**src/verilog/sgemm_pkg.sv**
```systemverilog
package sgemm_pkg;

	// ------------------------------------------------------------
	// Line and array geometry
	// ------------------------------------------------------------
	localparam int CL_WIDTH = 512;
	localparam int DATA_W   = 32;
	localparam int LANES    = CL_WIDTH / DATA_W;
	localparam int NUM_ROWS = 2;
	// Must not exceed LANES
	localparam int NUM_COL  = 3;

	// Lines per row or column per block
	localparam int BLOCK_LINES   = 4;
	localparam int A_BLOCK_LINES = NUM_ROWS * BLOCK_LINES;
	localparam int B_BLOCK_LINES = NUM_COL * BLOCK_LINES;

	// ------------------------------------------------------------
	// Host bus fields
	// ------------------------------------------------------------
	localparam int ADDR_W  = 20;
	localparam int TID_W   = 16;
	localparam int MDATA_W = 14;
	localparam int CNT_W   = 16;

	// Region bases, in cache lines
	localparam logic [ADDR_W-1:0] A_BASE = 20'h00000;
	localparam logic [ADDR_W-1:0] B_BASE = 20'h40000;
	localparam logic [ADDR_W-1:0] C_BASE = 20'h80000;
	// Gap between C bursts
	localparam int C_BURST_STRIDE = 64;

	// Output FIFO, depth a power of two
	localparam int FIFO_DEPTH = 16;
	localparam int FIFO_PTR_W = $clog2(FIFO_DEPTH);
	localparam int FIFO_AFULL = 12;

	// ------------------------------------------------------------
	// FSM encodings
	// ------------------------------------------------------------
	typedef enum logic [2:0] {
		RD_IDLE,
		RD_CALC1,
		RD_CALC2,
		RD_DONE,
		RD_SEND,
		RD_NEXT,
		RD_FIN
	} rd_state_e;

	typedef enum logic [1:0] {
		WB_IDLE,
		WB_SEND,
		WB_WAIT,
		WB_END
	} wb_state_e;

	// One cache line, packed per lane or read as one word
	typedef union packed {
		logic [LANES-1:0][DATA_W-1:0] lanes;
		logic [CL_WIDTH-1:0]          flat;
	} cl_line_u;

endpackage

```
**src/verilog/rd_req_seq.sv**
```systemverilog
`timescale 1ns/100ps

module rd_req_seq
	import sgemm_pkg::*;
(
	input  logic              Clk_16UI,
	input  logic              rst,
	input  logic              go,
	input  logic [CNT_W-1:0]  num_blocks,
	input  logic [CNT_W-1:0]  num_parts_a,
	input  logic [CNT_W-1:0]  num_parts_b,
	input  logic              rd_sent,
	input  logic              stall_rd,
	input  logic              a_mem_full,
	input  logic              b_mem_full,
	output logic              rd_en,
	output logic [ADDR_W-1:0] rd_addr,
	output logic [TID_W-1:0]  rd_tid,
	output logic              a_b_workspace_sel
);

	rd_state_e          state;
	// Block position: B part outermost, then A part, then block
	logic [CNT_W-1:0]   part_a;
	logic [CNT_W-1:0]   part_b;
	logic [CNT_W-1:0]   blk_idx;
	// Lines accepted in the current block
	logic [CNT_W-1:0]   line_cnt;
	logic [MDATA_W-1:0] rd_mdata;
	// Offset pipeline, block number then line offset
	logic [ADDR_W-1:0]  blk_lin;
	logic [ADDR_W-1:0]  blk_ofs;
	logic               accept;
	logic               last_line;
	logic               last_blk;
	logic               last_pa;
	logic               last_pb;

	// Request only into a channel that has room
	assign rd_en = (state == RD_SEND) && !stall_rd &&
		!(a_b_workspace_sel ? b_mem_full : a_mem_full);
	assign accept = rd_en && rd_sent;
	assign rd_tid = TID_W'(rd_mdata);

	assign last_line = a_b_workspace_sel ? (line_cnt == CNT_W'(B_BLOCK_LINES - 1)) :
		(line_cnt == CNT_W'(A_BLOCK_LINES - 1));
	assign last_blk = (blk_idx == num_blocks - 1'b1);
	assign last_pa  = (part_a == num_parts_a - 1'b1);
	assign last_pb  = (part_b == num_parts_b - 1'b1);

	// ------------------------------------------------------------
	// Read FSM and block counters
	// ------------------------------------------------------------
	always_ff @(posedge Clk_16UI)
	begin
		if (rst)
		begin
			state             <= RD_IDLE;
			part_a            <= '0;
			part_b            <= '0;
			blk_idx           <= '0;
			line_cnt          <= '0;
			a_b_workspace_sel <= 1'b0;
		end
		else
		begin
			case (state)
				RD_IDLE:
				begin
					if (go)
						state <= RD_CALC1;
				end
				RD_CALC1:
					state <= RD_CALC2;
				RD_CALC2:
					state <= RD_DONE;
				RD_DONE:
				begin
					line_cnt <= '0;
					state    <= RD_SEND;
				end
				RD_SEND:
				begin
					if (accept)
					begin
						line_cnt <= line_cnt + 1'b1;
						if (last_line)
						begin
							// A done goes to B, B done closes the block
							a_b_workspace_sel <= !a_b_workspace_sel;
							state             <= a_b_workspace_sel ? RD_NEXT : RD_CALC1;
						end
					end
				end
				RD_NEXT:
				begin
					state <= RD_CALC1;
					if (!last_blk)
						blk_idx <= blk_idx + 1'b1;
					else
					begin
						blk_idx <= '0;
						if (!last_pa)
							part_a <= part_a + 1'b1;
						else
						begin
							part_a <= '0;
							if (!last_pb)
								part_b <= part_b + 1'b1;
							else
								state <= RD_FIN;
						end
					end
				end
				// Whole workload issued
				default:
					state <= state;
			endcase
		end
	end

	// Two stage offset, multiplier kept off the add
	always_ff @(posedge Clk_16UI)
	begin
		if (state == RD_CALC1)
			blk_lin <= (a_b_workspace_sel ? part_b : part_a) * num_blocks + blk_idx;
		if (state == RD_CALC2)
			blk_ofs <= a_b_workspace_sel ? blk_lin * ADDR_W'(B_BLOCK_LINES) :
				blk_lin * ADDR_W'(A_BLOCK_LINES);
		if (state == RD_DONE)
			rd_addr <= (a_b_workspace_sel ? B_BASE : A_BASE) + blk_ofs;
		else if (accept)
			rd_addr <= rd_addr + 1'b1;
	end

	// Read TID wraps every A block
	always_ff @(posedge Clk_16UI)
	begin
		if (rst)
			rd_mdata <= '0;
		else if (accept)
			rd_mdata <= (rd_mdata == MDATA_W'(A_BLOCK_LINES - 1)) ? '0 : rd_mdata + 1'b1;
	end

endmodule

```
**config.mk**
```make
export PLATFORM = sky130hd
export DESIGN_NAME = rd_req_seq
export DESIGN_NICKNAME = d
export VERILOG_FILES = /design/src/verilog/sgemm_pkg.sv /design/src/verilog/rd_req_seq.sv
export SDC_FILE = /design/constraint.sdc
export NUM_CORES = 1
export LEC_CHECK = 0
export BUFFER_PORTS_ARGS = -buffer_cell sky130_fd_sc_hd__buf_2
export CORE_MARGIN = 2
export CORE_UTILIZATION = 35
export DETAILED_ROUTE_END_ITERATION = 10
export GPL_ROUTABILITY_DRIVEN = 0
export PLACE_DENSITY = 0.62
export SLEW_MARGIN = 20
export SYNTH_ARGS = -nofsm -noshare
export SYNTH_HDL_FRONTEND = slang
export SYNTH_SLANG_ARGS = --single-unit
```
**constraint.sdc**
```tcl
create_clock -name Clk_16UI -period 7.1 [get_ports Clk_16UI]
set_clock_uncertainty 0.1 [all_clocks]
set_input_delay 1.42 -clock Clk_16UI [delete_from_list [all_inputs] [get_ports Clk_16UI]]
set_output_delay 1.42 -clock Clk_16UI [all_outputs]
set_load 0.01 [all_outputs]
```
== Yosys cells after proc, flatten, opt, wreduce, memory -nomap -nowiden ==
Cells that the tools add are included.

* Register bits after elaboration: 142
* Word-level logic and storage cells: 74
* Input port bits: 55
* Output and inout bits: 38

* Eq/ne operators: 14
* Add/sub/neg operators: 11
* Multipliers: 2
* Multiplexer cells: 20
* Reductions and logical operators: 15
* Bitwise logic cells: 1

{| class="wikitable"
|+ Operators by type and width
! operator !! count
|-
| $add A16 B1 Y16 const B || 4
|-
| $mux W16 || 4
|-
| $mux W20 || 3
|-
| $eq A16 B16 Y1 || 3
|-
| $sub A16 B1 Y16 const B || 3
|-
| $pmux W16 S2 || 1
|-
| $mux W3 || 7
|-
| $add A19 B20 Y20 || 1
|-
| $add A20 B1 Y20 const B || 1
|-
| $add A20 B16 Y20 || 1
|-
| $mul A16 B16 Y20 || 1
|-
| $mul A20 B2 Y18 const B || 1
|-
| $mux W19 || 1
|-
| $pmux W3 S6 || 1
|-
| $eq A16 B3 Y1 const B || 1
|-
| $eq A16 B4 Y1 const B || 1
|-
| $add A14 B1 Y14 const B || 1
|-
| $eq A14 B3 Y1 const B || 1
|-
| $mux W14 || 1
|-
| $reduce_and A4 Y1 || 2
|-
| $eq A3 B2 Y1 const B || 2
|-
| $eq A3 B3 Y1 const B || 2
|-
| $ne A2 B2 Y1 const B || 3
|-
| $reduce_bool A6 Y1 || 1
|-
| other kinds (9) || 16
|}

== Depth between registers and ports, before layout ==
* Depth in word-level cells: 6
* Mapped depth: 27
* Mapped depth without buffers: 23

== Worst setup path after synthesis ==
Ideal clock, no wire load.

* Kind: input port to flip-flop
* Start point: input num_blocks[3]
* End point: register blk_lin[17], data pin
* Arrival: 6.523 ns
* Cell stages on the path: 19
* Setup time: 0.261 ns
* Buffers on the path: 2
* Required time: 6.739 ns
* Slack: 0.215 ns
* Cells stage by stage: clkbuf_1 clkbuf_1 nand2_1 fa_1 fa_1 inv_1 fa_1 fa_1 fa_1 inv_1 fa_1 inv_1 ha_1 nand3_1 nand2_1 a41o_1 o41ai_1 o21ai_0 xnor2_1

* Word-level cells in the longest chain between the ends: 2

{| class="wikitable"
|+ Ends and longest elaborated chain
! element !! line !! source
|-
| from (decl) || rd_req_seq.sv:9 || <nowiki>input logic [CNT_W-1:0] num_blocks,</nowiki>
|-
| $mul A16 B16 Y20 || rd_req_seq.sv:126 || <nowiki>blk_lin <= (a_b_workspace_sel ? part_b : part_a) * num_blocks + blk_idx;</nowiki>
|-
| $add A20 B16 Y20 || rd_req_seq.sv:126 ||
|-
| to (signal assigned) || rd_req_seq.sv:126 ||
|-
| to (decl) || rd_req_seq.sv:31 || <nowiki>logic [ADDR_W-1:0] blk_lin;</nowiki>
|}

No other way between the ends.
A chain may end at the register's enable or synchronous reset.

== Final worst setup path ==
Same ends and word-level chain as after synthesis.

==> reports/metrics.csv <==
metric;value;unit
status;completed;
ys async rst share;0;
Die H;206;um
count of final setup violators;0;
Layout Utilization;0.395;
CP Capture Type;flip-flop;
period utilization;0.921;
Max Slew Vio Count;0;
synthesized cell area;14300;sq um
Die Wd;206;um
highest clock rate;0.153;GHz
cell count along the critical path;18;
post-detailed-route count of antenna-violating nets;0;
Post-Synth Simple-Gate Area;0.229;
Final Hold Viols;0;
Critical R2R Capture;blk_lin[17]$_DFFE_PP_;
Worst path most repeated cell;fa_1;
post-CTS setup buffers;0;
cells after synthesis;1666;
Clk pin slew, worst setup/hold paths;60;ps
cell internal pwr;0.00143;W
Switching Share;0.276;
Post-DP Area;15200;sq um
worst r2r src;a_b_workspace_sel$_SDFFE_PP0P_;
fin area;15800;sq um
starting density of the core;0.357;
NetSw;0.000546;W
critical path startpoint;num_blocks[3];
Synth cell types;82;
cell taking the most area after synthesis;fa_1;
Synth Warn #;0;
DP HPWL;27.4;mm
hold_buf cts;0;
top cells by area, synth;fa_1 17%, edfxtp_1 12%, dfxtp_1 11%;
WP data required;7180;ps
WL per Instance;15.5;um
clock tree buffer depth;2;
worst path arrival time;6620;ps
CP cell instances;buf_2, nand2_1, fa_1, fa_1, inv_1, fa_1, fa_1, fa_1, inv_1, fa_1, inv_1, ha_1, nand3_1, nand2_1, a41o_1, o41ai_1, o21ai_0, xnor2_1;
main flop type after synthesis;dfxtp_1;
critical path type;in2reg;
hold crit path type;reg2reg;
row cnt;73;
core area;40000;sq um
CP max stage delay;550;ps
total track usage;0.171;
combinational fraction of design power;0.126;
count leader, synth;nand2_1;
complex-gate fraction of the synthesized area;0.0896;
total wire length;35.1;mm
Avg Inst Size Synth;8.57;sq um
pre-CTS setup slack;155;ps
Pre-Repair DR Iteration Count;6;
DRC;0;
number of synthesized flops with an enable pin;56;
initial antenna violation count;3;
worst hold slack;408;ps
area grow syn2layout;10.6;%
Layout Nets;1981;
TNS Setup;0;ps
number of CTS-inserted buffers;17;
crit path max fanout;20;
Synth top cells by count;207 x nand2_1, 204 x inv_1, 124 x fa_1, 120 x nor2_1, 107 x xnor2_1;
Pleak;6.39;nW
DR vias;11700;
RSZ-0062 raised after global routing;false;
# IOs;93;
buffers added on ports;90;
mux contribution to synthesized area;0.0296;
DRT iter0 DRCs;907;
DR vias/cell;5.15;
clock sinks;138;
Seq cells post-synth;138;
worst path buffer plus inverter count;4;
clock power share;0.432;
setup ws final;559;ps
Synth Area in Adders;0.244;
R2R setup slack;590;ps
crit path capture;blk_lin[17]$_DFFE_PP_;
slowest stage cell, crit path;fa_1;
vias in the first global route;11600;
P per Cell Area;125;nW/um^2
share of layout cells above drive strength 1;0.111;
post-cts sizing count;0;
Reg power frac;0.442;
first-pass GRT wire length;58.4;mm
Worst setup SP type;input pin;
largest family of logic cells by synthesized area;adder cells;
H-tree Lvls;4;
slew margin rel.;0.384;
xor-xnor portion of the synthesized cell area;0.102;
R2R depth;19;
Synth top area share;0.174;
largest net degree at the start of global routing;37;
cell family with most CP delay;adder cells;
TritonCTS clock tree;yes;
Peak VDD IR;141;uV
clock root cell;clkbuf_16;
clk_lat worst skew;430;ps
min Tclk post-route;6540;ps
GRT overflow;0;
register area share after synthesis;0.233;
slew of the pin with the lowest slew margin;923;ps
max-cap violations;0;
die area;42400;sq um
[power by group through the flow]
stage          clock [W]  sequential (W)  combinational, W
2_1_floorplan          0        0.000886          0.000172
3_3_place_gp           0        0.000891          0.000238
3_5_place_dp           0        0.000892          0.000246
4_1_cts         0.000874        0.000875          0.000248
5_1_grt         0.000904        0.000878          0.000280
6_report        0.000855        0.000875          0.000249
[worst register-to-register path, delay by kind of cell (launching register included)]
kind | cells | cell delay, ps
DFF | 1 | 600
muxes | 1 | 560
buffers and inverters | 4 | 210
adders and majority gates | 7 | 3490
xor gates and xnor gates | 1 | 150
and+or+nand+nor | 3 | 410
AOI/OAI and AO/OA | 3 | 730
[routing by layer]
| layer | share of wire | global-route usage | vias to the layer above |
|---|---|---|---|
| li1 | - | - | 5659 |
| met1 | 0.47 | 0.234 | 5661 |
| met2 | 0.46 | 0.283 | 284 |
| met3 | 0.050 | 0.0227 | 47 |
| met4 | 0.023 | 0.0490 | 0 |
| met5 | 0 | 0 | - |
[through the flow]
stage                     power [W]  instances
after floorplan             0.00106       1667
after global placement      0.00113       2228
after detailed placement    0.00114       2228
after CTS                   0.00200       2260
after global routing        0.00206       2262
final                       0.00198       2262
[cells by family after synthesis]
group	count (synthesis)
muxes	38
and+or+nand+nor	645
DFF	138
adders and majority gates	204
buffers and inverters	272
xor gates and xnor gates	167
other	1
AOI/OAI and AO/OA	201
[final cells by class]
type,count,area (sq um)
diodes,2,5.00
clock buffers,19,433
flip-flops and latches,138,3320
inverters,204,766
fillers,4059,24200
multi-input cells,1257,9930
repair buffers,104,556
clock inverters,13,120
well taps,525,657
[worst min-delay path by stage]
| stage | to | slack [ps] | startpoint | cells past startpoint |
|---|---|---|---|---|
| floorplan | line_cnt[10]$_SDFFE_PP0P_ | 360 | line_cnt[10]$_SDFFE_PP0P_ | 2 |
| global placement | line_cnt[10]$_SDFFE_PP0P_ | 380 | line_cnt[10]$_SDFFE_PP0P_ | 2 |
| detailed placement | line_cnt[14]$_SDFFE_PP0P_ | 400 | line_cnt[14]$_SDFFE_PP0P_ | 2 |
| CTS | line_cnt[14]$_SDFFE_PP0P_ | 410 | line_cnt[14]$_SDFFE_PP0P_ | 2 |
| global route | line_cnt[13]$_SDFFE_PP0P_ | 440 | line_cnt[13]$_SDFFE_PP0P_ | 2 |
| finish | line_cnt[14]$_SDFFE_PP0P_ | 410 | line_cnt[14]$_SDFFE_PP0P_ | 2 |
[cells in the final DEF (no fill, tap or decap), types with 5 or more instances in the layout]
cell,netlist,final
or4_1,12,12
or2_2,7,7
a21oi_1,55,55
o31ai_1,8,8
ha_1,80,80
edfxtp_1,56,56
nand3_1,46,46
buf_2,5,90
dfxtp_1,82,81
mux2i_1,7,7
nand2b_1,11,11
xor2_1,60,60
nor4_1,25,24
nor4_2,4,5
inv_1,204,204
nor3b_1,5,5
and3_1,22,22
and2_1,62,62
nand2_1,207,207
nor2b_1,17,17
o31a_1,6,6
buf_4,2,14
a21o_1,12,12
nor2_1,120,119
fa_1,124,124
clkbuf_16,0,17
nor3_1,29,28
nand4_1,27,27
a211oi_1,5,5
o211ai_1,5,5
o21ai_0,63,63
xnor2_1,107,107
mux2_2,29,29
or3_1,28,28
[state kept, by name, indices dropped and copies added, names as in the netlist]
signal and flops:
rd_addr 20, blk_lin 18, blk_ofs 18, blk_idx 16, line_cnt 16, part_a 16
part_b 16, rd_mdata 14, state 3, a_b_workspace_sel 1
No activity file was read; power rests on OpenSTA's default activity.
