===== config.mk =====
export PLATFORM = sky130hd
export DESIGN_NAME = c_writeback_flat
export DESIGN_NICKNAME = d
export VERILOG_FILES = /design/src/verilog/sgemm_pkg.sv /design/src/verilog/pe_line_if.sv /design/src/verilog/c_writeback.sv /design/src/flat_wrapper.sv
export SDC_FILE = /design/constraint.sdc
export NUM_CORES = 1
export LEC_CHECK = 0
export BUFFER_PORTS_ARGS = -buffer_cell sky130_fd_sc_hd__buf_2
export CAP_MARGIN = 30
export CELL_PAD_IN_SITES_DETAIL_PLACEMENT = 1
export CELL_PAD_IN_SITES_GLOBAL_PLACEMENT = 1
export CORE_AREA = 10 10 414 416
export DETAILED_ROUTE_END_ITERATION = 12
export DIE_AREA = 0 0 424 426
export MAX_ROUTING_LAYER = met4
export PLACE_DENSITY_LB_ADDON = 0.1
export SYNTH_ARGS = -nofsm -noshare
export SYNTH_HDL_FRONTEND = slang
export SYNTH_SLANG_ARGS = --single-unit

===== constraint.sdc =====
create_clock -name Clk_16UI -period 18.5 [get_ports Clk_16UI]
set_input_delay 1.85 -clock Clk_16UI [delete_from_list [all_inputs] [get_ports Clk_16UI]]
set_output_delay 1.85 -clock Clk_16UI [all_outputs]
set_load 0.005 [all_outputs]

===== src/verilog/sgemm_pkg.sv =====
package sgemm_pkg;

	// ------------------------------------------------------------
	// Line and array geometry
	// ------------------------------------------------------------
	localparam int CL_WIDTH = 512;
	localparam int DATA_W   = 32;
	localparam int LANES    = CL_WIDTH / DATA_W;
	localparam int NUM_ROWS = 2;
	// Must not exceed LANES
	localparam int NUM_COL  = 3;

	// Lines per row or column per block
	localparam int BLOCK_LINES   = 4;
	localparam int A_BLOCK_LINES = NUM_ROWS * BLOCK_LINES;
	localparam int B_BLOCK_LINES = NUM_COL * BLOCK_LINES;

	// ------------------------------------------------------------
	// Host bus fields
	// ------------------------------------------------------------
	localparam int ADDR_W  = 20;
	localparam int TID_W   = 16;
	localparam int MDATA_W = 14;
	localparam int CNT_W   = 16;

	// Region bases, in cache lines
	localparam logic [ADDR_W-1:0] A_BASE = 20'h00000;
	localparam logic [ADDR_W-1:0] B_BASE = 20'h40000;
	localparam logic [ADDR_W-1:0] C_BASE = 20'h80000;
	// Gap between C bursts
	localparam int C_BURST_STRIDE = 64;

	// Output FIFO, depth a power of two
	localparam int FIFO_DEPTH = 16;
	localparam int FIFO_PTR_W = $clog2(FIFO_DEPTH);
	localparam int FIFO_AFULL = 12;

	// ------------------------------------------------------------
	// FSM encodings
	// ------------------------------------------------------------
	typedef enum logic [2:0] {
		RD_IDLE,
		RD_CALC1,
		RD_CALC2,
		RD_DONE,
		RD_SEND,
		RD_NEXT,
		RD_FIN
	} rd_state_e;

	typedef enum logic [1:0] {
		WB_IDLE,
		WB_SEND,
		WB_WAIT,
		WB_END
	} wb_state_e;

	// One cache line, packed per lane or read as one word
	typedef union packed {
		logic [LANES-1:0][DATA_W-1:0] lanes;
		logic [CL_WIDTH-1:0]          flat;
	} cl_line_u;

endpackage


===== src/verilog/pe_line_if.sv =====
`timescale 1ns/100ps

interface pe_line_if
	import sgemm_pkg::*;
	();

	// Pop strobe from the write-back side
	logic     rd_req;
	// Registered FIFO head, valid one cycle after a pop
	cl_line_u line;
	logic     empty;
	logic     almost_full;
	// PE valid, one cycle late
	logic     filling;

	modport buffer_side (
		input  rd_req,
		output line,
		output empty,
		output almost_full,
		output filling
	);

	modport drain_side (
		output rd_req,
		input  line,
		input  empty,
		input  filling
	);

endinterface


===== src/verilog/c_writeback.sv =====
`timescale 1ns/100ps

module c_writeback
	import sgemm_pkg::*;
(
	input  logic                Clk_16UI,
	input  logic                rst,
	input  logic                wr_sent,
	input  logic                wr_rsp_valid,
	input  logic                wr_alm_full,
	input  logic [CNT_W-1:0]    expected_wr_rsp,
	pe_line_if.drain_side       bus,
	output logic                wr_en,
	output logic [ADDR_W-1:0]   wr_addr,
	output logic [TID_W-1:0]    wr_tid,
	output logic [CL_WIDTH-1:0] wr_din,
	output logic                test_cmp
);

	wb_state_e          state;
	logic [CNT_W-1:0]   burst_idx;
	// Next line address inside the burst
	logic [ADDR_W-1:0]  line_addr;
	logic               pop;
	logic               pop_q;
	logic [MDATA_W-1:0] wr_mdata;
	logic [CNT_W-1:0]   rsp_cnt;

	assign pop    = bus.rd_req && !bus.empty;
	assign wr_tid = TID_W'(wr_mdata);

	// ------------------------------------------------------------
	// Burst FSM
	// ------------------------------------------------------------
	always_ff @(posedge Clk_16UI)
	begin
		if (rst)
		begin
			state      <= WB_IDLE;
			bus.rd_req <= 1'b0;
			burst_idx  <= '0;
		end
		else
		begin
			case (state)
				WB_IDLE:
				begin
					if (!bus.empty)
					begin
						bus.rd_req <= !wr_alm_full;
						state      <= wr_alm_full ? WB_WAIT : WB_SEND;
					end
				end
				WB_SEND:
				begin
					// Drained and no PE line on the way
					if (bus.empty && !bus.filling)
					begin
						bus.rd_req <= 1'b0;
						state      <= WB_END;
					end
					else if (wr_alm_full)
					begin
						bus.rd_req <= 1'b0;
						state      <= WB_WAIT;
					end
				end
				WB_WAIT:
				begin
					// Drained while paused
					if (bus.empty && !bus.filling)
						state <= WB_END;
					else if (!wr_alm_full)
					begin
						bus.rd_req <= 1'b1;
						state      <= WB_SEND;
					end
				end
				default:
				begin
					burst_idx <= burst_idx + 1'b1;
					state     <= WB_IDLE;
				end
			endcase
		end
	end

	// Burst base set while idle, then one step per line
	always_ff @(posedge Clk_16UI)
	begin
		if (state == WB_IDLE)
			line_addr <= C_BASE + ADDR_W'(burst_idx * C_BURST_STRIDE);
		else if (pop_q)
			line_addr <= line_addr + 1'b1;
		if (pop_q)
		begin
			wr_addr <= line_addr;
			wr_din  <= bus.line.flat;
		end
	end

	// Write strobe two cycles after the pop, TIDs and responses
	always_ff @(posedge Clk_16UI)
	begin
		if (rst)
		begin
			pop_q    <= 1'b0;
			wr_en    <= 1'b0;
			wr_mdata <= '0;
			rsp_cnt  <= '0;
			test_cmp <= 1'b0;
		end
		else
		begin
			pop_q <= pop;
			wr_en <= pop_q;
			if (wr_en && wr_sent)
				wr_mdata <= wr_mdata + 1'b1;
			if (wr_rsp_valid)
				rsp_cnt <= rsp_cnt + 1'b1;
			// Sticky once every expected response is back
			if (expected_wr_rsp != '0 && rsp_cnt == expected_wr_rsp)
				test_cmp <= 1'b1;
		end
	end

endmodule


===== src/flat_wrapper.sv =====
// flat-port wrapper written by rule: the top's interface ports become plain ports
module c_writeback_flat import sgemm_pkg::*;
  (Clk_16UI, rst, wr_sent, wr_rsp_valid, wr_alm_full, expected_wr_rsp, wr_en, wr_addr, wr_tid, wr_din, test_cmp, bus_rd_req, bus_line, bus_empty, bus_filling);
  pe_line_if bus_i ();
  input  logic Clk_16UI;
  input  logic rst;
  input  logic wr_sent;
  input  logic wr_rsp_valid;
  input  logic wr_alm_full;
  input  logic [CNT_W-1:0] expected_wr_rsp;
  output logic wr_en;
  output logic [ADDR_W-1:0] wr_addr;
  output logic [TID_W-1:0] wr_tid;
  output logic [CL_WIDTH-1:0] wr_din;
  output logic test_cmp;
  output wire logic [$bits(bus_i.rd_req)-1:0] bus_rd_req;
  input wire logic [$bits(bus_i.line)-1:0] bus_line;
  input wire logic [$bits(bus_i.empty)-1:0] bus_empty;
  input wire logic [$bits(bus_i.filling)-1:0] bus_filling;
  assign bus_rd_req = bus_i.rd_req;
  assign bus_i.line = bus_line;
  assign bus_i.empty = bus_empty;
  assign bus_i.filling = bus_filling;
  c_writeback u_core (.Clk_16UI(Clk_16UI), .rst(rst), .wr_sent(wr_sent), .wr_rsp_valid(wr_rsp_valid), .wr_alm_full(wr_alm_full), .expected_wr_rsp(expected_wr_rsp), .bus(bus_i), .wr_en(wr_en), .wr_addr(wr_addr), .wr_tid(wr_tid), .wr_din(wr_din), .test_cmp(test_cmp));
endmodule

Word-level counts from Yosys, hierarchy flattened
Cells that the tools add are included.

Add/sub/neg operators: 5. $mul: 0. Divide/modulo/power cells: 0. Order comparisons: 0. Equality and inequality tests: 8. Shift-type cells: 0. Mux-type cells: 15. Bitwise operators: 0. Reduce and logical (&&, ||, !) cells: 14.

Operator list (number): 20-bit two-way mux (2); 16-bit by 1-bit adder with 16-bit output, second input constant (2); 20-bit by 1-bit adder with 20-bit output, second input constant (1); 20-bit adder, first input constant (1); 16-bit equality test (1); 16-bit nonzero test (1); 14-bit by 1-bit adder with 14-bit output, second input constant (1); 2-bit two-way mux (6); 2-bit inequality test, second input constant (3); 3-bit by 2-bit inequality test with 1-bit output, second input constant (2); 2-bit case mux with 3 select lines (1); 1-bit two-way mux (5); 5-bit AND reduction (1); 1-bit logical AND (4); 1-bit logical NOT (3); 1-bit case mux with 3 select lines (1); 3-bit AND reduction (1); 3-bit nonzero test (1); 3-bit OR reduction (1); 2-bit by 1-bit equality test with 1-bit output, second input constant (1); 2-bit equality test, second input constant (1); 2-bit logical NOT (1); 2-bit nonzero test (1).

Register bits: 604. Latch bits: 0. Bits in writable memories: 0. Bits in read-only memories: 0. Input bits: 535. Output and inout bits: 551. Logic and storage cells: 53. Memories: 0.

Depth between registers and ports, before layout
Depth after elaboration: 4. Mapped depth: 7. Mapped depth without buffers: 6.

Least setup slack after synthesis
Ideal clock, no wire load.

Path type: flip-flop to flip-flop. Start: reg u_core.pop_q. End: reg u_core.line_addr[0], enable pin. Library setup time: 0.361 ns. Arrival time: 13.621 ns. Required time: 18.139 ns. Path slack: 4.518 ns. Cell stages (with the launch flop): 2. Buffers on the path: 0. Period minus slack after synthesis: 13.982 ns. Cell sequence: dfxtp_1 or2_2.

Word-level cells in the longest chain between the ends: 1.

RTL lines: start, declared (RTL line c_writeback.sv:25) `logic pop_q;`; start signal, assigned (RTL line c_writeback.sv:115) `pop_q <= pop;`; 2-bit nonzero test (no source line); end signal, assigned (RTL line c_writeback.sv:92) `line_addr <= C_BASE + ADDR_W'(burst_idx * C_BURST_STRIDE);`; end signal, assigned (RTL line c_writeback.sv:94) `line_addr <= line_addr + 1'b1;`; end, declared (RTL line c_writeback.sv:23) `logic [ADDR_W-1:0] line_addr;`.

No other way between the ends. A chain may end at the register's enable or synchronous reset.

Worst setup path in the final report
Start: reg u_core.pop_q. End: reg u_core.wr_din[218], enable pin.

RTL lines: end signal, assigned (RTL line c_writeback.sv:98) `wr_din <= bus.line.flat;`; end, declared (RTL line c_writeback.sv:16) `output logic [CL_WIDTH-1:0] wr_din,`.

No word-level cell between the ends.

==> run_results.csv <==
group,metric,value,unit
clock_tree,root_buffer,"clkbuf_16",
floorplanning,row_count,148,
placement,io_buffers,1083,
finish,syn2layout_area_growth,55.2,%
clock_tree,cts_setup_buffers,0,
critical_path,cp_top_family,"buffers and inverters",
sta,clock_skew,0.0424,ns
clock_tree,clockBufferDepth,3,
sta,fin_hold_ws,0.502,ns
sta,maxSlewViolCount,0,
clock_tree,clock_latency,0.69,ns
route,firstDrtPassIters,4,
floorplanning,start_util,12.1,%
grt,gr-usage-all-layers,11.7,%
floorplanning,die_w,424,um
floorplanning,dieArea,0.181,mm^2
grt,first_global_vias,14595,
sta,fmax,204,MHz
critical_path,crit_buf_inv,6,
placement,gp_congestion,0.844,
sta,relSlewSlack,26.4,%
critical_path,worstPathArrival,5.26,ns
logic_synthesis,synthCells,933,
route,routedWlPerCell,24.9,um
logic_synthesis,async_reset_ff_share,0,%
floorplanning,core_area,0.163,mm^2
logic_synthesis,synth_edf_count,552,
hold_path,hp-class,"flop to flop",
route,drtIter0Drc,825,
run_status,outcome,"finished clean",
logic_synthesis,syn_area_per_cell,21.0,um^2
route,ant_nets,0,
floorplanning,io-pin-count,1086,
route,routed_via_density,3.16,
placement,hpwl,89500,um
grt,grt_pass1_wl,140000,um
critical_path,startpoint_type,"flop",
run,maxCapViolCount,0,
clock_tree,numCtsBuffers,84,
grt,grt_max_degree,132,
sta,setup_viol,0,
logic_synthesis,seq_area_frac_synth,89.6,%
finish,mostFrequentLayoutCells,"buf_2, edfxtp_1, clkbuf_16",
finish,layout_commonest_cell,"buf_2",
pwr,p_leak,0.0117,uW
pwr,vdd_drop_max,70.2,uV
critical_path,end_kind,"flop",
critical_path,worstPathMaxFanout,68,
grt,antenna_found_initial,78,
finish,drive_gt1_share,55.8,%
critical_path,cp.required,18.85,ns
critical_path,crit_chain,"buf_4 > buf_4 > buf_4 > buf_4 > buf_4 > buf_12",
critical_path,cp_common_cell,"buf_4",
route,vias,13750,
finish,final_nets,2641,
sta,worstMarginPinSlew,1.10,ns
logic_synthesis,synth-seq-cells,602,
sta,min_period,4.90,ns
sta,finalHoldViolations,0,
clock_tree,cts_sinks,602,
logic_synthesis,syn_area,0.0196,mm^2
clock_tree,cts_resized,0,
route,drc,0,
sta,tns,0,ns
logic_synthesis,ys_types,44,
clock_tree,cts_hold_buf,0,
clock_tree,htree_levels,3,
clock_tree,path_clk_slew,0.05,ns
pwr,power.density,116,mW/mm^2
sta,rsz0062_at_grt,"false",
logic_synthesis,ys.flop_type,"edfxtp_1",
grt,overflow,0,
clock_tree,cts_tree,"built",
logic_synthesis,yosys_warnings,0,
route,totalWireLength,109000,um
sta,finalCritPeriodShare,26.5,%
critical_path,max_stage_delay,0.85,ns
critical_path,crit_type,"flop to flop",
floorplanning,die_h,426,um
critical_path,slowest_stage,"buf_4",
==> layout make-up <==
type | instances | area (um^2)
clock buffer | 110 | 2210
inverter | 9 | 33.8
timing repair buffer | 1094 | 5530
tap | 2175 | 2720
sequential | 602 | 17600
multi-input combinational | 307 | 1940
clock inverter | 40 | 390
antenna | 18 | 45.0
fill | 18383 | 132000
==> worst paths after layout <==
kind                start            endpoint  slack (ns)  cells after the start
max          u_core.pop_q  u_core.wr_din[218]       13.60                      6
min          u_core.wr_en  u_core.wr_mdata[1]        0.50                      2
max reg2reg  u_core.pop_q  u_core.wr_din[218]       13.60                      6
min reg2reg  u_core.wr_en  u_core.wr_mdata[1]        0.50                      2
==> worst min-delay path: cells and delay by family (launching register included) <==
family	cells	cell delay [ns]
flip-flops	1	0.34
AND/OR/NAND/NOR	1	0.09
AO/OA/AOI/OAI	1	0.06
==> metrics by stage <==
step | setup WS, ns | util, % | cells | power, uW | area [um^2]
floorplan | 4.52 | - | 934 | 1840 | 19600
global placement | 13.46 | 17.1 | 4186 | 2010 | 27800
detailed placement | 13.42 | 17.1 | 4187 | 2020 | 27800
CTS | 13.44 | 18.7 | 4337 | 3620 | 30400
global route | 13.19 | 18.7 | 4353 | 3690 | 30400
finish | 13.60 | 18.7 | 4355 | 3520 | 30400
==> report_power, final <==
part	internal [uW]	switching, uW	leakage, uW
sequential	1610	50.3	0.00543
combinational	114	194	0.00498
clock	889	657	0.00125
total	2620	901	0.0117
==> cell usage after synthesis (9+ instances only) <==
cell / n / area [um^2]
clkbuf_1: 11 / 41.3
o21ai_0: 17 / 85.1
nor3_1: 10 / 50.1
or3_1: 9 / 56.3
dfxtp_1: 50 / 1000
xnor2_1: 17 / 149
xor2_1: 42 / 368
a21oi_1: 14 / 70.1
edfxtp_1: 552 / 16600
nor2_1: 49 / 184
nand4_1: 24 / 150
inv_1: 9 / 33.8
nand2_1: 31 / 116
nand3_1: 19 / 95.1
nor4_1: 11 / 68.8
==> state kept, by name, summed over array words and instances (netlist names) <==
| register | cells |
|---|---|
| u_core.wr_din | 512 |
| u_core.state | 2 |
| u_core.wr_en | 1 |
| u_core.rsp_cnt | 16 |
| u_core.pop_q | 1 |
| u_core.line_addr | 20 |
| u_core.test_cmp | 1 |
| u_core.bus.rd_req | 1 |
| u_core.burst_idx | 14 |
| u_core.wr_addr | 20 |
| u_core.wr_mdata | 14 |
==> cell families (layout without fill, tap and decap cells) <==
group / after synthesis / after routing / synth area share [%]
AOI/OAI and AO/OA: 46 / 46 / 1.42
xor gates and xnor gates: 59 / 59 / 2.63
adders and majority gates: 8 / 8 / 0.510
buffers and inverters: 25 / 1253 / 0.523
DFF: 602 / 602 / 89.6
muxes: 4 / 4 / 0.211
other: 1 / 20 / 0.0191
and+or+nand+nor: 188 / 188 / 5.07
==> routing by layer <==
layer,vias to the layer above,GRT usage [%],wire length (um)
met4,0,3.00,2480
met1,6918,11.2,37900
met2,653,22.5,61200
met5,-,-,0
li1,5994,-,-
met3,185,3.57,7130
No activity file was read; power rests on OpenSTA's default activity.
