===== src/verilog/sgemm_pkg.sv =====
package sgemm_pkg;

	// ------------------------------------------------------------
	// Line and array geometry
	// ------------------------------------------------------------
	localparam int CL_WIDTH = 512;
	localparam int DATA_W   = 32;
	localparam int LANES    = CL_WIDTH / DATA_W;
	localparam int NUM_ROWS = 2;
	// Must not exceed LANES
	localparam int NUM_COL  = 3;

	// Lines per row or column per block
	localparam int BLOCK_LINES   = 4;
	localparam int A_BLOCK_LINES = NUM_ROWS * BLOCK_LINES;
	localparam int B_BLOCK_LINES = NUM_COL * BLOCK_LINES;

	// ------------------------------------------------------------
	// Host bus fields
	// ------------------------------------------------------------
	localparam int ADDR_W  = 20;
	localparam int TID_W   = 16;
	localparam int MDATA_W = 14;
	localparam int CNT_W   = 16;

	// Region bases, in cache lines
	localparam logic [ADDR_W-1:0] A_BASE = 20'h00000;
	localparam logic [ADDR_W-1:0] B_BASE = 20'h40000;
	localparam logic [ADDR_W-1:0] C_BASE = 20'h80000;
	// Gap between C bursts
	localparam int C_BURST_STRIDE = 64;

	// Output FIFO, depth a power of two
	localparam int FIFO_DEPTH = 16;
	localparam int FIFO_PTR_W = $clog2(FIFO_DEPTH);
	localparam int FIFO_AFULL = 12;

	// ------------------------------------------------------------
	// FSM encodings
	// ------------------------------------------------------------
	typedef enum logic [2:0] {
		RD_IDLE,
		RD_CALC1,
		RD_CALC2,
		RD_DONE,
		RD_SEND,
		RD_NEXT,
		RD_FIN
	} rd_state_e;

	typedef enum logic [1:0] {
		WB_IDLE,
		WB_SEND,
		WB_WAIT,
		WB_END
	} wb_state_e;

	// One cache line, packed per lane or read as one word
	typedef union packed {
		logic [LANES-1:0][DATA_W-1:0] lanes;
		logic [CL_WIDTH-1:0]          flat;
	} cl_line_u;

endpackage


===== src/verilog/rd_rsp_router.sv =====
`timescale 1ns/100ps

module rd_rsp_router
	import sgemm_pkg::*;
(
	input  logic                Clk_16UI,
	input  logic                rst,
	input  logic                go,
	input  logic                rd_rsp_valid,
	input  logic [ADDR_W-1:0]   rd_rsp_addr,
	input  logic [CL_WIDTH-1:0] rd_data,
	output logic                a_mem_wr_req,
	output logic [CL_WIDTH-1:0] a_mem_data,
	output logic [ADDR_W-1:0]   a_mem_addr,
	output logic                b_mem_wr_req,
	output logic [CL_WIDTH-1:0] b_mem_data,
	output logic [ADDR_W-1:0]   b_mem_addr
);

	// Set by the first go
	logic             active;
	// High while the B block is being filled
	logic             fill_b;
	logic [CNT_W-1:0] rsp_cnt;
	logic             to_a;
	logic             to_b;
	logic             grp_end;

	assign to_a = active && rd_rsp_valid && !fill_b;
	assign to_b = active && rd_rsp_valid && fill_b;
	assign grp_end = fill_b ? (rsp_cnt == CNT_W'(B_BLOCK_LINES - 1)) :
		(rsp_cnt == CNT_W'(A_BLOCK_LINES - 1));

	// ------------------------------------------------------------
	// Response count per block group
	// ------------------------------------------------------------
	always_ff @(posedge Clk_16UI)
	begin
		if (rst)
		begin
			active  <= 1'b0;
			fill_b  <= 1'b0;
			rsp_cnt <= '0;
		end
		else if (!active)
		begin
			// Start with an A group
			active  <= go;
			fill_b  <= 1'b0;
			rsp_cnt <= '0;
		end
		else if (rd_rsp_valid)
		begin
			if (grp_end)
			begin
				rsp_cnt <= '0;
				fill_b  <= !fill_b;
			end
			else
				rsp_cnt <= rsp_cnt + 1'b1;
		end
	end

	// Channel outputs, zero unless writing
	always_ff @(posedge Clk_16UI)
	begin
		if (rst)
		begin
			a_mem_wr_req <= 1'b0;
			b_mem_wr_req <= 1'b0;
		end
		else
		begin
			a_mem_wr_req <= to_a;
			b_mem_wr_req <= to_b;
		end
		a_mem_data <= to_a ? rd_data : '0;
		a_mem_addr <= to_a ? rd_rsp_addr : '0;
		b_mem_data <= to_b ? rd_data : '0;
		b_mem_addr <= to_b ? rd_rsp_addr : '0;
	end

endmodule


===== config.mk =====
export PLATFORM = sky130hd
export DESIGN_NAME = rd_rsp_router
export DESIGN_NICKNAME = d
export VERILOG_FILES = /design/src/verilog/sgemm_pkg.sv /design/src/verilog/rd_rsp_router.sv
export SDC_FILE = /design/constraint.sdc
export NUM_CORES = 1
export LEC_CHECK = 0
export BUFFER_PORTS_ARGS = -buffer_cell sky130_fd_sc_hd__buf_2
export CORE_AREA = 4 4 614 616
export CTS_BUF_LIST = sky130_fd_sc_hd__clkbuf_16
export CTS_CLUSTER_SIZE = 16
export DETAILED_ROUTE_END_ITERATION = 8
export DIE_AREA = 0 0 618 620
export PLACE_DENSITY = 0.3
export SLEW_MARGIN = 0
export SYNTH_ARGS = -nofsm -noshare
export SYNTH_HDL_FRONTEND = slang
export SYNTH_SLANG_ARGS = --single-unit

===== constraint.sdc =====
create_clock -name Clk_16UI -period 1.7 [get_ports Clk_16UI]
set_input_delay 0.34 -clock Clk_16UI [delete_from_list [all_inputs] [get_ports Clk_16UI]]
set_output_delay 0.34 -clock Clk_16UI [all_outputs]
set_load 0.01 [all_outputs]

# After elaboration in Yosys (flattened, before gate mapping)
# Cells that the tools add are included.
[totals]
register_bits = 1084
latch_bits = 0
ram_bits = 0
romBits = 0
input_bits = 536
n_memories = 0
[classes]
n_addsub = 1
mul = 0
div_mod_pow = 0
n_lt_le_gt_ge = 0
n_eq_ne = 2
shift = 0
mux = 3
n_bitwise = 1
reduce_logical = 6
[op_table]
columns = ["operator", "count"]
rows = [
  ["16-bit by 1-bit adder with 16-bit output (second input constant)", 1],
  ["16-bit by 3-bit == test with 1-bit output (second input constant)", 1],
  ["16-bit by 4-bit == test with 1-bit output (second input constant)", 1],
  ["16-bit two-way mux", 1],
  ["1-bit logical AND", 3],
  ["1-bit two-way mux", 2],
  ["2-bit AND reduction", 1],
  ["2-bit OR reduction", 1],
  ["1-bit zero test", 1],
  ["1-bit NOT", 1],
]

# Longest topological paths before layout
# Gate-level depths: netlist (run 1).
[depth]
word_depth = 3
ltp_mapped = 6

# Least setup slack after synthesis (run 1)
# No wires, ideal clock.
[synth_timing]
path_type = "flip-flop to flip-flop"
startpoint = "register rsp_cnt[0]"
endpoint = "register rsp_cnt[10]"
setup_time_ns = 0.117
t_arrival_ns = 1.410
required_time_ns = 1.583
setup_slack_ns = 0.173
path_stages_with_launch = 7
n_path_buf = 1
cell_sequence = "dfxtp_1 ha_1 and2_1 nand4_1 o21ai_2 buf_2 nor2_1"
[synth_via]
elab_chain_cells = 3
word_cells_on_any_way = 5
cone_classes = "add/sub (1); eq/ne (2); mux (2)"
[synth_lines]
columns = ["item", "line_no", "rtl"]
rows = [
  ["start, declared", "rd_rsp_router.sv:24", "logic [CNT_W-1:0] rsp_cnt;"],
  ["start signal, assigned", "rd_rsp_router.sv:60", "rsp_cnt <= rsp_cnt + 1'b1;"],
  ["parallel branches: the longest is 2 deep, another holds 16-bit by 1-bit adder with 16-bit output", "--", ""],
  ["16-bit two-way mux *", "rd_rsp_router.sv:54", "if (grp_end)"],
]
# Mark *: on every way between the ends.
# A chain may end at the register's enable or synchronous reset.

# Worst setup path in the final report (run 1)
[layout_timing]
startpoint = "register a_mem_data[502]"
endpoint = "output port a_mem_data[502]"
[layout_lines]
columns = ["item", "line_no", "rtl"]
rows = [
  ["start, declared", "rd_rsp_router.sv:13", "output logic [CL_WIDTH-1:0] a_mem_data,"],
  ["start signal, assigned", "rd_rsp_router.sv:77", "a_mem_data <= to_a ? rd_data : '0;"],
]
# No word-level cell between the ends.

==> results of run 1 <==
-- worst max path at each step --
stage | start | slack [ps] | cells after the start | end
floorplan | rsp_cnt[0] | 170 | 6 | rsp_cnt[10]
global placement | rd_rsp_valid | -120 | 6 | a_mem_data[465]
detailed placement | rd_rsp_valid | -50 | 6 | a_mem_data[465]
CTS | a_mem_data[502] | -140 | 1 | a_mem_data[502]
global route | a_mem_data[502] | -80 | 1 | a_mem_data[502]
finish | a_mem_data[502] | 30 | 1 | a_mem_data[502]
-- flip-flops by register name (all words and copies together) (netlist names) --
signal	count
b_mem_data	512
a_mem_addr	20
a_mem_wr_req	1
b_mem_wr_req	1
active	1
fill_b	1
a_mem_data	512
b_mem_addr	20
rsp_cnt	16
-- where the power goes --
group | switching (mW) | leakage, nW | internal [mW]
logic | 2.42 | 14.3 | 2.20
clock network | 12.5 | 2.27 | 16.8
registers | 0.224 | 9.07 | 25.9
-- what timing repair did --
action                                  CTS  global route
gates resized for setup                1769            19
pin swaps                                 0             0
setup endpoints to repair               802            72
endpoints found under the hold margin  1069             0
hold buffers                            536             0
-- per-stage QoR --
| stage | instance area, sq um | hold slack (ps) | setup TNS [ps] | instances | utilization (%) |
|---|---|---|---|---|---|
| finish | 59000 | 292 | 0 | 9743 | 15.9 |
| global route | 58900 | 234 | -1450 | 9688 | 15.9 |
| CTS | 58700 | 149 | -9950 | 9649 | 15.8 |
| detailed placement | 44000 | 478 | -1870 | 8865 | 11.8 |
| global placement | 44000 | 476 | -12420 | 8865 | 11.8 |
| floorplan | 29400 | 412 | 0 | 2350 | - |
-- synth_stat cells (all sizes together) (2+ instances only) --
cell type	number	area share, %
inv	2	0.026
nand3	4	0.13
and2	1065	23
a21oi	4	0.081
clkbuf	108	1.4
xnor2	9	0.27
buf	13	0.27
nand2	7	0.089
nor2	17	0.23
nor3	3	0.051
o21ai	2	0.047
or3	2	0.060
dfxtp	1084	74
xor2	3	0.089
and3	2	0.043
nand4	4	0.11
nor4	7	0.17
nor2b	2	0.043
-- routing by layer --
layer,global-route usage [%],routed length (microns),vias to the layer above
met4,3.39,8550,136
met5,0,862,-
met1,14.3,99500,12400
met3,5.23,22600,622
met2,22.6,127000,1335
li1,-,-,11700
-- cell type report --
| class | instances | area, sq um | share of cell area (%) |
|---|---|---|---|
| well taps | 4972 | 6220 | 10.5 |
| clock buffers | 145 | 3630 | 6.15 |
| diodes | 94 | 235 | 0.399 |
| flip-flops and latches | 1084 | 22500 | 38.1 |
| multi-input cells | 1143 | 7200 | 12.2 |
| repair buffers | 2200 | 18400 | 31.2 |
| clock inverters | 103 | 787 | 1.33 |
| inverters | 2 | 7.51 | 0.0127 |
-- cells by family (layout without fill, tap and decap cells) --
logic type / after synthesis / count (layout)
buffers and inverters: 123 / 2450
and+or+nand+nor: 1119 / 1119
other: 0 / 94
xor gates and xnor gates: 12 / 12
AOI/OAI and AO/OA: 10 / 10
adders and majority gates: 1 / 1
DFF: 1084 / 1084
muxes: 1 / 1
==> summary.md, run 1 <==
| Metric | Value |
|---|---|
| ANT nets after route | 0 |
| CP Max Fanout | 1 |
| Max stage delay on crit path | 390 ps |
| Yosys cell types | 40 |
| PortBufs | 1,601 |
| Final setup vio count | 0 |
| Worst Setup Slack post-DPL | -47.3 ps |
| CTS sink cnt | around 1,100 |
| Number of global-route vias before repair | approximately 27,000 |
| Largest family of logic cells by synthesized area | simple AND/OR/NAND/NOR gates |
| Post-Synth Adder-Cell Area | 0.0426% |
| GRT overflow | 0 |
| Clk_skew | approximately 42 ps |
| Multiplexer share of the synthesized area | less than 1% |
| Synth Area in XOR/XNOR | less than 1% |
| Global-route wire length before repair | about 320,000 microns |
| Critical Path AT | about 1300 ps |
| Most frequent cells in the layout | and2_1 (1,065), buf_2 (884), buf_6 (602) |
| Number of flops mapped to enable cells by yosys | 0 |
| Reg-to-Reg End | a_mem_data[149] |
| Slew HR | 68.1% |
| VDD IR max | around 700 uV |
| # Post-CTS Setup Buffers | 0 |
| Drc violations | 0 |
| Initial Util | 7.91% |
| Leakage | 25.6 nW |
| Clock slew at reported path FFs | approximately 70 ps |
| YS warnings | 0 |
| Dpl hpwl | about 230,000 microns |
| Top delay family on crit path | flip-flops |
| Crit path capture type | output pin |
| Reg2Reg Depth | 5 |
| Asr flop ratio synth | 0% |
| Setup WS post-layout | approximately 28 ps |
| Sequential element share of the synthesized area | about three quarters |
| Commonest non-fill, non-tap cell in the layout | and2_1 |
| First-pass DRT Iterations | 5 |
| Pin count of the biggest net entering global routing | between 80 and 90 |
| Buf/Inv on CP | 1 |
| Fmax achieved | roughly 600 MHz |
| Worst-path cell chain | buf_6 |
| Die area | 0.383 sq mm |
| DR WL/cell | 26.6 microns |
| Post-Syn Area | approximately 0.03 sq mm |
| GPL Wtd Cong | slightly below 0.9 |
| Max Cap Viol | 0 |
| Root Buffer | clkbuf_16 |
| Antenna violations before repair | around 280 |
| Area Growth Syn to Fin | 101% |
| Measured slew at the worst slew-check pin | about 480 ps |
| CTS tree | yes |
| Mean Syn Cell Area | roughly 12 sq um |
| Seq cells post-synth | 1,084 |
| GRT Resource Usage Total | 12.9% |
| Hold Path Stages | 3 |
| Period Utilization, post-route | between 90% and 100% |
| Layout cells sized above 1 | ~52% |
| Simple-Gate Fraction of Synth Area | 23.8% |
| Syn_nets | about 2,900 |
| H-Tree Depth | 4 |
| Die H | just over 600 microns |
| Synth Area in Compound Gates | less than 1% |
| Worst path slowest cell | dfxtp_4 |
| CP startpoint kind | flip-flop |
| Top FF cell, synth | dfxtp_1 |
| Fillers | 41,600 |
| Vias/cell | approximately 2.7 |
| RR Startpoint | active |
| Critical path class | flip-flop to output pin |
| Min-delay src | rd_data[445] |
| DR vias | about 26,000 |
| # IOs | 1,602 |
| Period minus WS final | 1670 ps |
| Number of DRC markers in iteration 0 | around 1,000 |
| Pwr/cell area | approximately 1000 mW/mm^2 |
| Post-Synthesis Cells | 2,350 |
| Final nets | about 5,000 |
| Cts bufs inserted | 144 |
| Clock latency on the worst-skew pair | 800 ps |
| Site row count | about 220 |
| Chip width | ~600 microns |
| Max-slew violation count | 0 |
| Detailed Route WL | around 260,000 microns |
| CTS max path bufs | 4 |
| Unrepaired setup endpoints after global routing | true |
| FF-to-FF setup slack | around 120 ps |
| Final Hold Viols | 0 |
| Required time of the worst setup path | ~1400 ps |
| Hold Path Class | input pin to flip-flop |
| Status | finished, final reports clean |
| Hold Crit Endpoint | a_mem_data[445] |
| Total power | around 60 mW |
| Core ar. | between 0.3 and 0.4 sq mm |
No activity file was read; power rests on OpenSTA's default activity.
==> run 2: changes to the inputs <==
--- a/config.mk
+++ b/config.mk
@@ -6,12 +6,14 @@
 export NUM_CORES = 1
 export LEC_CHECK = 0
 export BUFFER_PORTS_ARGS = -buffer_cell sky130_fd_sc_hd__buf_2
-export CORE_AREA = 4 4 614 616
+export CELL_PAD_IN_SITES_DETAIL_PLACEMENT = 0
+export CELL_PAD_IN_SITES_GLOBAL_PLACEMENT = 2
+export CORE_AREA = 4 4 631 633
 export CTS_BUF_LIST = sky130_fd_sc_hd__clkbuf_16
 export CTS_CLUSTER_SIZE = 16
 export DETAILED_ROUTE_END_ITERATION = 8
-export DIE_AREA = 0 0 618 620
-export PLACE_DENSITY = 0.3
+export DIE_AREA = 0 0 635 637
+export PLACE_DENSITY = 0.37
 export SLEW_MARGIN = 0
 export SYNTH_ARGS = -nofsm -noshare
 export SYNTH_HDL_FRONTEND = slang
==> run 2 against run 1 <==
Compared with the run above:
- clock skew about the same
- sequential power barely moved
- hold slack lost 14 ps
- sequential share of layout area decreased by 0.58 points
- clock power is 2% higher
- cell area rose by 2.7%
- die area increased by 5.6%
- fmax decreased by 0.56%
- critical path depth stayed put
- routed wire length increased by 3.5%
- core utilization decreased by 0.43 points
- final cell count grew 2.7%
- critical endpoint is now a_mem_data[379]
- largest cell class unchanged
==> summary.md, run 2 (synthesis results as in run 1) <==
| Metric | Value |
|---|---|
| # IOs | 1,602 (unchanged) |
| Dpl hpwl | 235,000 microns (was 228,000 microns) |
| Vias/cell | 2.63 (was 2.69) |
| Leakage | 25.9 nW (was 25.6 nW) |
| ANT nets after route | 0 (unchanged) |
| Period Utilization, post-route | 98.9% (was 98.4%) |
| H-Tree Depth | 4 (unchanged) |
| Number of global-route vias before repair | 27,600 (was 27,300) |
| Period minus WS final | 1680 ps (was 1670 ps) |
| Placed insts | 9,111 (was 8,865) |
| Max Cap Viol | 0 (unchanged) |
| Pin count of the biggest net entering global routing | 83 (was 88) |
| GPL Wtd Cong | 0.887 (was 0.888) |
| Fillers | 44,100 (was 41,600) |
| Area Growth Syn to Fin | 106% (was 101%) |
| Pwr/cell area | 1000 mW/mm^2 (was 1020 mW/mm^2) |
| Critical Path AT | 1340 ps (was 1330 ps) |
| Site row count | 230 (was 224) |
| Status | finished, final reports clean (unchanged) |
| Clock slew at reported path FFs | 60 ps (was 70 ps) |
| CP startpoint kind | flip-flop (unchanged) |
| VDD IR max | 651 uV (was 699 uV) |
| Buf/Inv on CP | 1 (unchanged) |
| Most frequent cells in the layout | and2_1 (1,065), buf_6 (796), buf_2 (754) (was and2_1 (1,065), buf_2 (884), buf_6 (602)) |
| Required time of the worst setup path | 1360 ps (about the same) |
| PortBufs | 1,601 (unchanged) |
| Core ar. | 0.392 sq mm (was 0.371 sq mm) |
| # Post-CTS Setup Buffers | 0 (unchanged) |
| Psw | 15.4 mW (was 15.1 mW) |
| Hold Path Class | input pin to flip-flop (unchanged) |
| Share of power burned in the clock network | 49.3% (was 48.8%) |
| Initial Util | 7.49% (was 7.91%) |
| WP depth | 1 (unchanged) |
| Antenna violations before repair | 274 (was 279) |
| Die area | 0.404 sq mm (was 0.383 sq mm) |
| Reg-to-Reg End | rsp_cnt[15] (was a_mem_data[149]) |
| Fmax achieved | 595 MHz (was 598 MHz) |
| Detailed Route WL | 268,000 microns (was 259,000 microns) |
| Worst path slowest cell | dfxtp_4 (unchanged) |
| Worst Setup SP | a_mem_data[379] (was a_mem_data[502]) |
| Critical path class | flip-flop to output pin (unchanged) |
| Final nets | 5,114 (was 5,112) |
| Biggest regs | a_mem_data (512), b_mem_data (512) (unchanged) |
| First-pass DRT Iterations | 5 (unchanged) |
| Commonest non-fill, non-tap cell in the layout | and2_1 (unchanged) |
| Clock latency on the worst-skew pair | 820 ps (was 800 ps) |
| Layout cells sized above 1 | 56.4% (was 52.2%) |
| Cts bufs inserted | 148 (was 144) |
| Pint | 45.4 mW (was 44.9 mW) |
| Reg2Reg Depth | 4 (was 5) |
| Number of DRC markers in iteration 0 | 948 (was 1,001) |
| Clk_skew | 41.8 ps (was 42.3 ps) |
| GRT overflow | 0 (unchanged) |
| Flop pwr share | 42.9% (was 43.5%) |
| Unrepaired setup endpoints after global routing | true (unchanged) |
| Worst-path cell chain | buf_6 (unchanged) |
| Fin cells | 10,000 (was 9,743) |
| CP Max Fanout | 1 (unchanged) |
| Gate power share | 7.8% (was 7.7%) |
| Measured slew at the worst slew-check pin | 469 ps (was 477 ps) |
| Crit path to | a_mem_data[379] (was a_mem_data[502]) |
| GRT Resource Usage Total | 12.8% (was 12.9%) |
| Final Hold Viols | 0 (unchanged) |
| Top delay family on crit path | flip-flops (unchanged) |
| DR WL/cell | 26.8 microns (was 26.6 microns) |
| Switching part of the total power | 25.3% (was 25.2%) |
| Slew HR | 68.6% (was 68.1%) |
| CTS max path bufs | 4 (unchanged) |
| CTS sink cnt | 1,084 (unchanged) |
| CTS tree | yes (unchanged) |
| Global-route wire length before repair | 334,000 microns (was 318,000 microns) |
| FF-to-FF setup slack | 110 ps (was 120 ps) |
| Drc violations | 0 (unchanged) |
| Max-slew violation count | 0 (unchanged) |
| Chip width | 635 microns (was 618 microns) |
| Crit path capture type | output pin (unchanged) |
| DR vias | 26,300 (was 26,200) |
| TNS Setup | 0 ps (unchanged) |
| Max stage delay on crit path | 390 ps (about the same) |
| Root Buffer | clkbuf_16 (unchanged) |
| Final setup vio count | 0 (unchanged) |
| Die H | 637 microns (was 620 microns) |
| RR Startpoint | rsp_cnt[9] (was active) |
## run 2: cell types whose count changed in the layout (fill, tap and decap cells not counted), sizes merged
cell,previous run,this run
buf,1664,1662
bufinv,8,9
clkbuf,145,149
clkinv,53,50
clkinvlp,3,4
diode,94,98
inv,41,51
## run 2: how the worst min path moves through the flow
stage                      startpoint        endpoint  cells after the start  slack (ps)
after global placement    rsp_cnt[15]     rsp_cnt[15]                      2         480
final                     rd_data[54]  b_mem_data[54]                      3         280
after global routing      rd_data[54]  a_mem_data[54]                      3         210
after floorplan                   rst    b_mem_wr_req                      1         410
after detailed placement  rsp_cnt[15]     rsp_cnt[15]                      2         470
after CTS                 rd_data[54]  b_mem_data[54]                      3         140
## run 2: power by group through the flow
stage | combinational, mW | clock, mW | sequential [mW]
after floorplan | 0.415 | 0 | 26.8
after global placement | 2.87 | 0 | 26.6
after detailed placement | 2.88 | 0 | 26.6
after CTS | 4.97 | 31.5 | 26.1
after global routing | 5.05 | 32.3 | 26.1
final | 4.71 | 30.0 | 26.1
## run 2: layout make-up
class / instances / area, sq um / share of cell area (%)
clock inverters: 112 / 795 / 1.31
inverters: 2 / 7.51 / 0.0124
flip-flops and latches: 1084 / 22800 / 37.6
well taps: 5220 / 6530 / 10.8
clock buffers: 149 / 3730 / 6.15
diodes: 98 / 245 / 0.405
multi-input cells: 1143 / 7210 / 11.9
repair buffers: 2198 / 19300 / 31.9
## run 2: stage by stage
stage                     area (sq um)  worst slack, ps  util [%]  power, mW  hold WS [ps]
after floorplan                  29400              173         -       27.2           412
after global placement           44200            -13.4      11.3       29.4           480
after detailed placement         44200            0.190      11.3       29.4           470
after CTS                        60200             -109      15.4       62.5           135
after global routing             60500            -72.5      15.4       63.5           213
final                            60600             18.4      15.5       60.8           277
## run 2: timing repair
action                      CTS  global route
hold buffers                536             0
pin swaps                     0             1
hold endpoints to repair   1069             0
setup endpoints to repair   938           149
gates resized for setup    2241            42
## run 2: metal layers
layer | global-route usage, % | vias to the layer above | share of wire [%] | routed length (microns)
li1 | - | 11800 | - | -
met1 | 14.4 | 12400 | 39 | 105000
met2 | 22.4 | 1326 | 49 | 131000
met3 | 5.08 | 627 | 8.6 | 23100
met4 | 3.10 | 138 | 3.1 | 8240
met5 | 0 | - | 0.31 | 834
